$ cat src/lsu_defines.svh
`ifndef LSU_DEFINES_SVH
`define LSU_DEFINES_SVH

// Bus widths
`define LSU_ADDR_W 32
`define LSU_DATA_W 32
`define LSU_STRB_W 4

// Transfer size field, 0 byte, 1 half, 2 word
`define LSU_SIZE_W 3

// Cycles the unit stays not ready after reset
`define LSU_WARMUP_CYCLES 16
`define LSU_WARMUP_CNT_W 5

`endif

$ cat src/lsu_pkg.sv
package lsu_pkg;

    // Memory opcodes seen at the request port
    typedef enum logic [2:0] {
        OP_LB,
        OP_LBU,
        OP_LH,
        OP_LHU,
        OP_LW,
        OP_SB,
        OP_SH,
        OP_SW
    } mem_op_e;

    // Bus FSM states
    typedef enum logic [2:0] {
        ST_IDLE,
        ST_RD_ADDR,
        ST_RD_DATA,
        ST_WR_REQ,
        ST_WR_RESP,
        ST_DONE
    } bus_state_e;

endpackage

$ cat src/mem_req_if.sv
`timescale 1ns/1ps
`include "lsu_defines.svh"

interface mem_req_if;

    lsu_pkg::mem_op_e          op;
    logic [`LSU_ADDR_W-1:0]    addr;
    logic [`LSU_SIZE_W-1:0]    size;
    logic [`LSU_STRB_W-1:0]    wstrb;
    logic [`LSU_DATA_W-1:0]    wdata;
    logic                      is_write;
    logic                      misaligned;

    // Formatter side
    modport fmt (
        output op, addr, size, wstrb, wdata, is_write, misaligned
    );

    // Sampled by the FSM on acceptance only
    modport fsm (
        input op, addr, size, wstrb, wdata, is_write, misaligned
    );

endinterface

$ cat src/warmup_counter.sv
`timescale 1ns/1ps
`include "lsu_defines.svh"

module warmup_counter (
    input  logic Clk,
    input  logic Myreset,
    output logic o_warm
);

    logic [`LSU_WARMUP_CNT_W-1:0] cnt;

    // Saturates once the warm-up length is reached
    assign o_warm = (cnt == `LSU_WARMUP_CYCLES);

    always_ff @(posedge Clk) begin
        if (Myreset) begin
            cnt <= '0;
        end else if (!o_warm) begin
            cnt <= cnt + 1'b1;
        end
    end

endmodule

$ cat src/store_align.sv
`timescale 1ns/1ps
`include "lsu_defines.svh"

module store_align (
    input  lsu_pkg::mem_op_e        i_op,
    input  logic [`LSU_ADDR_W-1:0]  i_addr,
    input  logic [`LSU_DATA_W-1:0]  i_wdata,
    mem_req_if.fmt                  req
);

    logic [`LSU_SIZE_W-1:0] size;

    assign req.op   = i_op;
    assign req.addr = i_addr;
    assign req.size = size;

    // Halves need bit 0 clear, words need both low bits clear
    assign req.misaligned = ((size == `LSU_SIZE_W'(1)) && i_addr[0]) ||
                            ((size == `LSU_SIZE_W'(2)) && (i_addr[1:0] != 2'b00));

    always_comb begin
        size         = `LSU_SIZE_W'(2);
        req.wstrb    = '0;
        req.wdata    = '0;
        req.is_write = 1'b0;
        case (i_op)
            lsu_pkg::OP_LB, lsu_pkg::OP_LBU: begin
                size = `LSU_SIZE_W'(0);
            end
            lsu_pkg::OP_LH, lsu_pkg::OP_LHU: begin
                size = `LSU_SIZE_W'(1);
            end
            lsu_pkg::OP_SB: begin
                size         = `LSU_SIZE_W'(0);
                req.is_write = 1'b1;
                req.wstrb    = `LSU_STRB_W'(1) << i_addr[1:0];
                req.wdata    = {4{i_wdata[7:0]}};
            end
            lsu_pkg::OP_SH: begin
                size         = `LSU_SIZE_W'(1);
                req.is_write = 1'b1;
                req.wstrb    = i_addr[1] ? 4'b1100 : 4'b0011;
                req.wdata    = {2{i_wdata[15:0]}};
            end
            lsu_pkg::OP_SW: begin
                req.is_write = 1'b1;
                req.wstrb    = 4'b1111;
                req.wdata    = i_wdata;
            end
            default: begin
                size = `LSU_SIZE_W'(2);
            end
        endcase
    end

endmodule

$ cat src/load_extend.sv
`timescale 1ns/1ps
`include "lsu_defines.svh"

module load_extend (
    input  lsu_pkg::mem_op_e        i_op,
    input  logic [1:0]              i_offset,
    input  logic [`LSU_DATA_W-1:0]  i_word,
    output logic [`LSU_DATA_W-1:0]  o_data
);

    logic [7:0]  byte_lane;
    logic [15:0] half_lane;

    // Lane pick by address offset
    assign byte_lane = i_word[8*i_offset +: 8];
    assign half_lane = i_offset[1] ? i_word[31:16] : i_word[15:0];

    always_comb begin
        case (i_op)
            lsu_pkg::OP_LB: begin
                o_data = {{24{byte_lane[7]}}, byte_lane};
            end
            lsu_pkg::OP_LBU: begin
                o_data = {24'b0, byte_lane};
            end
            lsu_pkg::OP_LH: begin
                o_data = {{16{half_lane[15]}}, half_lane};
            end
            lsu_pkg::OP_LHU: begin
                o_data = {16'b0, half_lane};
            end
            lsu_pkg::OP_LW: begin
                o_data = i_word;
            end
            // Stores return no data
            default: begin
                o_data = '0;
            end
        endcase
    end

endmodule

$ cat src/bus_fsm.sv
`timescale 1ns/1ps
`include "lsu_defines.svh"

module bus_fsm (
    input  logic                    Clk,
    input  logic                    Myreset,
    input  logic                    i_warm,
    input  logic                    i_req_valid,
    mem_req_if.fsm                  req,
    output logic                    o_req_ready,
    output lsu_pkg::mem_op_e        o_op,
    output logic [1:0]              o_offset,
    output logic [`LSU_DATA_W-1:0]  o_raw_word,
    input  logic [`LSU_DATA_W-1:0]  i_load_data,
    output logic                    o_resp_valid,
    output logic [`LSU_DATA_W-1:0]  o_resp_rdata,
    output logic                    o_resp_err,
    output logic [`LSU_ADDR_W-1:0]  o_araddr,
    output logic [`LSU_SIZE_W-1:0]  o_arsize,
    output logic                    o_arvalid,
    input  logic                    i_arready,
    input  logic [`LSU_DATA_W-1:0]  i_rdata,
    input  logic [1:0]              i_rresp,
    input  logic                    i_rvalid,
    output logic                    o_rready,
    output logic [`LSU_ADDR_W-1:0]  o_awaddr,
    output logic [`LSU_SIZE_W-1:0]  o_awsize,
    output logic                    o_awvalid,
    input  logic                    i_awready,
    output logic [`LSU_DATA_W-1:0]  o_wdata,
    output logic [`LSU_STRB_W-1:0]  o_wstrb,
    output logic                    o_wvalid,
    input  logic                    i_wready,
    input  logic [1:0]              i_bresp,
    input  logic                    i_bvalid,
    output logic                    o_bready
);

    lsu_pkg::bus_state_e     state;
    lsu_pkg::mem_op_e        op_q;
    logic [`LSU_ADDR_W-1:0]  addr_q;
    logic [`LSU_SIZE_W-1:0]  size_q;
    logic [`LSU_STRB_W-1:0]  wstrb_q;
    logic [`LSU_DATA_W-1:0]  wdata_q;
    logic [`LSU_DATA_W-1:0]  raw_q;
    logic                    is_write_q;
    logic                    err_q;
    logic                    mis_wait;
    logic                    aw_done;
    logic                    w_done;
    logic                    accept;
    logic                    aw_fire;
    logic                    w_fire;
    logic                    wr_both;

    assign o_req_ready = i_warm && (state == lsu_pkg::ST_IDLE);
    assign accept      = i_req_valid && o_req_ready;

    assign o_arvalid = (state == lsu_pkg::ST_RD_ADDR);
    assign o_rready  = (state == lsu_pkg::ST_RD_DATA);
    assign o_awvalid = (state == lsu_pkg::ST_WR_REQ) && !aw_done;
    assign o_wvalid  = (state == lsu_pkg::ST_WR_REQ) && !w_done;
    assign o_bready  = (state == lsu_pkg::ST_WR_RESP);

    // aw and w may complete in different cycles
    assign aw_fire = o_awvalid && i_awready;
    assign w_fire  = o_wvalid && i_wready;
    assign wr_both = (aw_done || aw_fire) && (w_done || w_fire);

    assign o_araddr = addr_q;
    assign o_arsize = size_q;
    assign o_awaddr = addr_q;
    assign o_awsize = size_q;
    assign o_wdata  = wdata_q;
    assign o_wstrb  = wstrb_q;

    assign o_op       = op_q;
    assign o_offset   = addr_q[1:0];
    assign o_raw_word = raw_q;

    assign o_resp_valid = (state == lsu_pkg::ST_DONE) && !mis_wait;
    assign o_resp_err   = o_resp_valid && err_q;
    assign o_resp_rdata = (o_resp_valid && !is_write_q && !err_q) ? i_load_data : '0;

    always_ff @(posedge Clk) begin
        if (Myreset) begin
            state    <= lsu_pkg::ST_IDLE;
            err_q    <= 1'b0;
            mis_wait <= 1'b0;
            aw_done  <= 1'b0;
            w_done   <= 1'b0;
        end else begin
            case (state)
                lsu_pkg::ST_IDLE: begin
                    if (accept) begin
                        err_q    <= req.misaligned;
                        mis_wait <= req.misaligned;
                        if (req.misaligned) begin
                            state <= lsu_pkg::ST_DONE;
                        end else if (req.is_write) begin
                            state <= lsu_pkg::ST_WR_REQ;
                        end else begin
                            state <= lsu_pkg::ST_RD_ADDR;
                        end
                    end
                end
                lsu_pkg::ST_RD_ADDR: begin
                    if (i_arready) begin
                        state <= lsu_pkg::ST_RD_DATA;
                    end
                end
                lsu_pkg::ST_RD_DATA: begin
                    if (i_rvalid) begin
                        err_q <= i_rresp[1];
                        state <= lsu_pkg::ST_DONE;
                    end
                end
                lsu_pkg::ST_WR_REQ: begin
                    if (wr_both) begin
                        aw_done <= 1'b0;
                        w_done  <= 1'b0;
                        state   <= lsu_pkg::ST_WR_RESP;
                    end else begin
                        if (aw_fire) begin
                            aw_done <= 1'b1;
                        end
                        if (w_fire) begin
                            w_done <= 1'b1;
                        end
                    end
                end
                lsu_pkg::ST_WR_RESP: begin
                    if (i_bvalid) begin
                        err_q <= i_bresp[1];
                        state <= lsu_pkg::ST_DONE;
                    end
                end
                lsu_pkg::ST_DONE: begin
                    // Misaligned response is held back one cycle
                    if (mis_wait) begin
                        mis_wait <= 1'b0;
                    end else begin
                        state <= lsu_pkg::ST_IDLE;
                    end
                end
                default: begin
                    state <= lsu_pkg::ST_IDLE;
                end
            endcase
        end
    end

    // Request payload and read beat
    always_ff @(posedge Clk) begin
        if (accept) begin
            op_q       <= req.op;
            addr_q     <= req.addr;
            size_q     <= req.size;
            wstrb_q    <= req.wstrb;
            wdata_q    <= req.wdata;
            is_write_q <= req.is_write;
        end
        if (o_rready && i_rvalid) begin
            raw_q <= i_rdata;
        end
    end

endmodule

$ cat src/lsu_top.sv
`timescale 1ns/1ps
`include "lsu_defines.svh"

module lsu_top (
    input  logic                    Clk,
    input  logic                    Myreset,
    input  logic                    i_req_valid,
    input  lsu_pkg::mem_op_e        i_req_op,
    input  logic [`LSU_ADDR_W-1:0]  i_req_addr,
    input  logic [`LSU_DATA_W-1:0]  i_req_wdata,
    output logic                    o_req_ready,
    output logic                    o_resp_valid,
    output logic [`LSU_DATA_W-1:0]  o_resp_rdata,
    output logic                    o_resp_err,
    output logic [`LSU_ADDR_W-1:0]  o_araddr,
    output logic [`LSU_SIZE_W-1:0]  o_arsize,
    output logic                    o_arvalid,
    input  logic                    i_arready,
    input  logic [`LSU_DATA_W-1:0]  i_rdata,
    input  logic [1:0]              i_rresp,
    input  logic                    i_rvalid,
    output logic                    o_rready,
    output logic [`LSU_ADDR_W-1:0]  o_awaddr,
    output logic [`LSU_SIZE_W-1:0]  o_awsize,
    output logic                    o_awvalid,
    input  logic                    i_awready,
    output logic [`LSU_DATA_W-1:0]  o_wdata,
    output logic [`LSU_STRB_W-1:0]  o_wstrb,
    output logic                    o_wvalid,
    input  logic                    i_wready,
    input  logic [1:0]              i_bresp,
    input  logic                    i_bvalid,
    output logic                    o_bready
);

    logic                    warm;
    lsu_pkg::mem_op_e        ld_op;
    logic [1:0]              ld_offset;
    logic [`LSU_DATA_W-1:0]  ld_raw;
    logic [`LSU_DATA_W-1:0]  ld_data;

    mem_req_if u_req ();

    warmup_counter u_warmup (
        .Clk     (Clk),
        .Myreset (Myreset),
        .o_warm  (warm)
    );

    store_align u_store_align (
        .i_op    (i_req_op),
        .i_addr  (i_req_addr),
        .i_wdata (i_req_wdata),
        .req     (u_req.fmt)
    );

    load_extend u_load_extend (
        .i_op     (ld_op),
        .i_offset (ld_offset),
        .i_word   (ld_raw),
        .o_data   (ld_data)
    );

    bus_fsm u_bus_fsm (
        .Clk          (Clk),
        .Myreset      (Myreset),
        .i_warm       (warm),
        .i_req_valid  (i_req_valid),
        .req          (u_req.fsm),
        .o_req_ready  (o_req_ready),
        .o_op         (ld_op),
        .o_offset     (ld_offset),
        .o_raw_word   (ld_raw),
        .i_load_data  (ld_data),
        .o_resp_valid (o_resp_valid),
        .o_resp_rdata (o_resp_rdata),
        .o_resp_err   (o_resp_err),
        .o_araddr     (o_araddr),
        .o_arsize     (o_arsize),
        .o_arvalid    (o_arvalid),
        .i_arready    (i_arready),
        .i_rdata      (i_rdata),
        .i_rresp      (i_rresp),
        .i_rvalid     (i_rvalid),
        .o_rready     (o_rready),
        .o_awaddr     (o_awaddr),
        .o_awsize     (o_awsize),
        .o_awvalid    (o_awvalid),
        .i_awready    (i_awready),
        .o_wdata      (o_wdata),
        .o_wstrb      (o_wstrb),
        .o_wvalid     (o_wvalid),
        .i_wready     (i_wready),
        .i_bresp      (i_bresp),
        .i_bvalid     (i_bvalid),
        .o_bready     (o_bready)
    );

endmodule

$ cat config.mk
export PLATFORM = sky130hd
export DESIGN_NAME = lsu_top
export DESIGN_NICKNAME = d
export VERILOG_FILES = /design/src/lsu_pkg.sv /design/src/mem_req_if.sv /design/src/warmup_counter.sv /design/src/store_align.sv /design/src/load_extend.sv /design/src/bus_fsm.sv /design/src/lsu_top.sv
export VERILOG_INCLUDE_DIRS = /design/src
export SDC_FILE = /design/constraint.sdc
export NUM_CORES = 1
export LEC_CHECK = 0
export BUFFER_PORTS_ARGS = -buffer_cell sky130_fd_sc_hd__buf_4
export CORE_UTILIZATION = 48
export DETAILED_ROUTE_END_ITERATION = 6
export HOLD_SLACK_MARGIN = 0.02
export PLACE_DENSITY = 0.79
export SETUP_SLACK_MARGIN = 0.3
export SYNTH_ARGS = -nofsm -noshare
export SYNTH_HDL_FRONTEND = slang
export SYNTH_SLANG_ARGS = --single-unit
$ cat constraint.sdc
create_clock -name Clk -period 11.4 [get_ports Clk]
set_clock_uncertainty 0.2 [all_clocks]
set_input_delay 2.85 -clock Clk [delete_from_list [all_inputs] [get_ports Clk]]
set_output_delay 2.85 -clock Clk [all_outputs]
set_load 0.02 [all_outputs]
==> qor.yml <==
hold_violations: 0
min_path_type: "flip-flop to flip-flop"
rsz0062_at_grt: "no"
die_width_um: 110
hold_buffers: 0
wl_per_cell_um: 18.2
syn_to_final_growth_pct: 40.5
grt_pass1_vias: 4454
fin_ws_ns: 5.88
slew_viol_final: 0
yosys-top-cells-count: "106 x edfxtp_1, 60 x nand2_1, 37 x buf_4, 26 x a21boi_0, 24 x a21oi_1"
syn_inst: 459
cts_tree: "built"
vias_per_cell: 5.32
fin_util_pct: 69.5
htree_levels: 4
power_per_cell_area_nw_per_um2: 135
fin_setup_tns_ns: 0
fmax_mhz: 181
finalPower_w: 0.00107
numCtsBuffers: 17
vias: 4413
antenna_found_initial: 0
clockBufferDepth: 2
status: "complete, no violations"
fp.dieArea_sq_um: 12200
arrival_ns: 2.47
startpoint: "u_bus_fsm.o_araddr[1]"
first_iter_violations: 389
numClockSinks: 118
dpl.hpwl_um: 10900
postCtsSetupBuffers: 0
netlist.area_leader.share_pct: 56.4
portBuffers: 252
synth_warnings: 0
place_ws_ns: 6.30
layout-drive-gt1-share_pct: 48.7
die_h_um: 110
r2r-end: "u_bus_fsm.mis_wait"
synth.most_common_cell: "edfxtp_1"
synthDistinctLibCells: 53
rrSetupSlack_ns: 8.42
start_kind: "flip-flop"
num_rows: 39
min_period_ns: 5.52
worst_pin_slew_ns: 0.964
cp_data_required_time_ns: 8.35
synthTopCellsByArea: "edfxtp_1 56%, buf_4 4.9%, mux2_2 4.6%, dfxtp_1 4.3%, nand2_1 4.0%"
grt_pass1_wl_um: 23300
track_usage_pct: 24.9
reg2reg_depth: 9
min_period_over_period_pct: 48.4
end_kind: "primary output"
yosys.area.top_type: "edfxtp_1"
place_congestion: 0.883
first_pass_iters: 5
n_antenna_cell: 0
fin_nets: 786
r2r_start: "u_warmup.cnt[0]"
core-area_sq_um: 11400
dpl-instance-area_sq_um: 7340
synth_edf_count: 106
avgSynthCellArea_sq_um: 12.3
max_slew_margin_pct: 35.7
worstSetupPathType: "flip-flop to primary output"
ys_ff_latch: 118
start_util_pct: 49.5
peakVddDrop_mv: 0.107
drc: 0
clkTransAtPathRegs_ns: 0.05
max_cap_violations: 0
grt_max_degree: 77
leakage_nw: 3.19
critPathCapture: "o_resp_rdata[16]"
cts_resized: 0
grt_overflow: 0
synth_top_flop_cell: "edfxtp_1"
path_max_fanout: 16
ys_seq_area_share_pct: 60.6
setup_viol: 0
async_flop_share_pct: 0
ant_nets: 0
finalInstanceArea_sq_um: 7930
insertion_delay_ns: 0.40
netlist_area_sq_um: 5650
io_pins: 257
wl_um: 15100
cts-root-buf: "clkbuf_16"
-- through the flow --
step                      hold WS (ns)  instances
after detailed placement         0.309        797
after global placement           0.296        797
after global routing             0.357        829
after floorplan                  0.271        460
after CTS                        0.321        829
final                            0.315        829
-- area by class of cell --
| type | count | area, sq um |
|---|---|---|
| fill | 821 | 3480 |
| inverter | 7 | 26.3 |
| sequential | 118 | 3420 |
| multi-input combinational | 273 | 1790 |
| timing repair buffer | 256 | 1920 |
| clock buffer | 22 | 444 |
| clock inverter | 10 | 154 |
| tap | 143 | 179 |
-- layout by cell type, fill, tap and decap left out, types with 5 or more instances in the layout --
master and instances:
buf_4 256, edfxtp_1 106, nand2_1 60, a21boi_0 26
a21oi_1 24, mux2_2 23, nor2_1 21, a21oi_2 18
clkbuf_16 17, a22oi_1 16, and2_1 13, dfxtp_1 12
o21ai_0 10, inv_1 5, nor2b_1 5, nand3_1 5
nor3_1 5, clkbuf_1 5
-- worst min-delay path by stage --
stage                       startpoint            endpoint  cells past startpoint
CTS                 u_bus_fsm.mis_wait  u_bus_fsm.mis_wait                      1
finish              u_bus_fsm.mis_wait  u_bus_fsm.mis_wait                      1
global route        u_bus_fsm.mis_wait  u_bus_fsm.mis_wait                      1
global placement       u_warmup.cnt[4]     u_warmup.cnt[4]                      2
detailed placement  u_bus_fsm.mis_wait  u_bus_fsm.mis_wait                      1
floorplan              u_warmup.cnt[4]     u_warmup.cnt[4]                      2
-- registers in the layout, summed over array words and instances (netlist names) --
register              flops
u_bus_fsm.err_q           1
u_bus_fsm.o_wdata        32
u_bus_fsm.is_write_q      1
u_bus_fsm.state           3
u_bus_fsm.mis_wait        1
u_bus_fsm.aw_done         1
u_bus_fsm.o_op            3
u_bus_fsm.o_arsize        2
u_bus_fsm.o_araddr       32
u_bus_fsm.o_wstrb         4
u_bus_fsm.w_done          1
u_warmup.cnt              5
u_bus_fsm.o_raw_word     32
-- report_power, final --
part,switching [W],total [W],internal (W)
clock network,0.000177,0.000540,0.000363
registers,0.000000897,0.000473,0.000472
logic,0.0000242,0.0000593,0.0000350
total,0.000202,0.00107,0.000871
-- critical path, cell delays in order (launching register included) --
cell and delay [ns]:
edfxtp_1 0.50, mux2_2 0.41, a21oi_1 0.12, or2_1 0.63, a21oi_1 0.19, buf_4 0.21
-- layer usage --
| metal | GRT usage, % | vias up | part of all wire (%) |
|---|---|---|---|
| met4 | 11.6 | 0 | 2.2 |
| met5 | 0 | - | 0 |
| met1 | 30.0 | 2128 | 39 |
| li1 | - | 2058 | - |
| met3 | 7.46 | 26 | 7.6 |
| met2 | 41.0 | 201 | 51 |
-- cell families after synthesis --
logic type | count (synthesis) | synth area share [%]
buffers and inverters | 69 | 7.82
adders and majority gates | 2 | 0.443
and+or+nand+nor | 127 | 11.0
other | 1 | 0.0664
muxes | 26 | 5.12
AOI/OAI and AO/OA | 112 | 14.3
DFF | 118 | 60.6
xor gates and xnor gates | 4 | 0.621
Note: power is estimated with default switching activity, not from simulation.
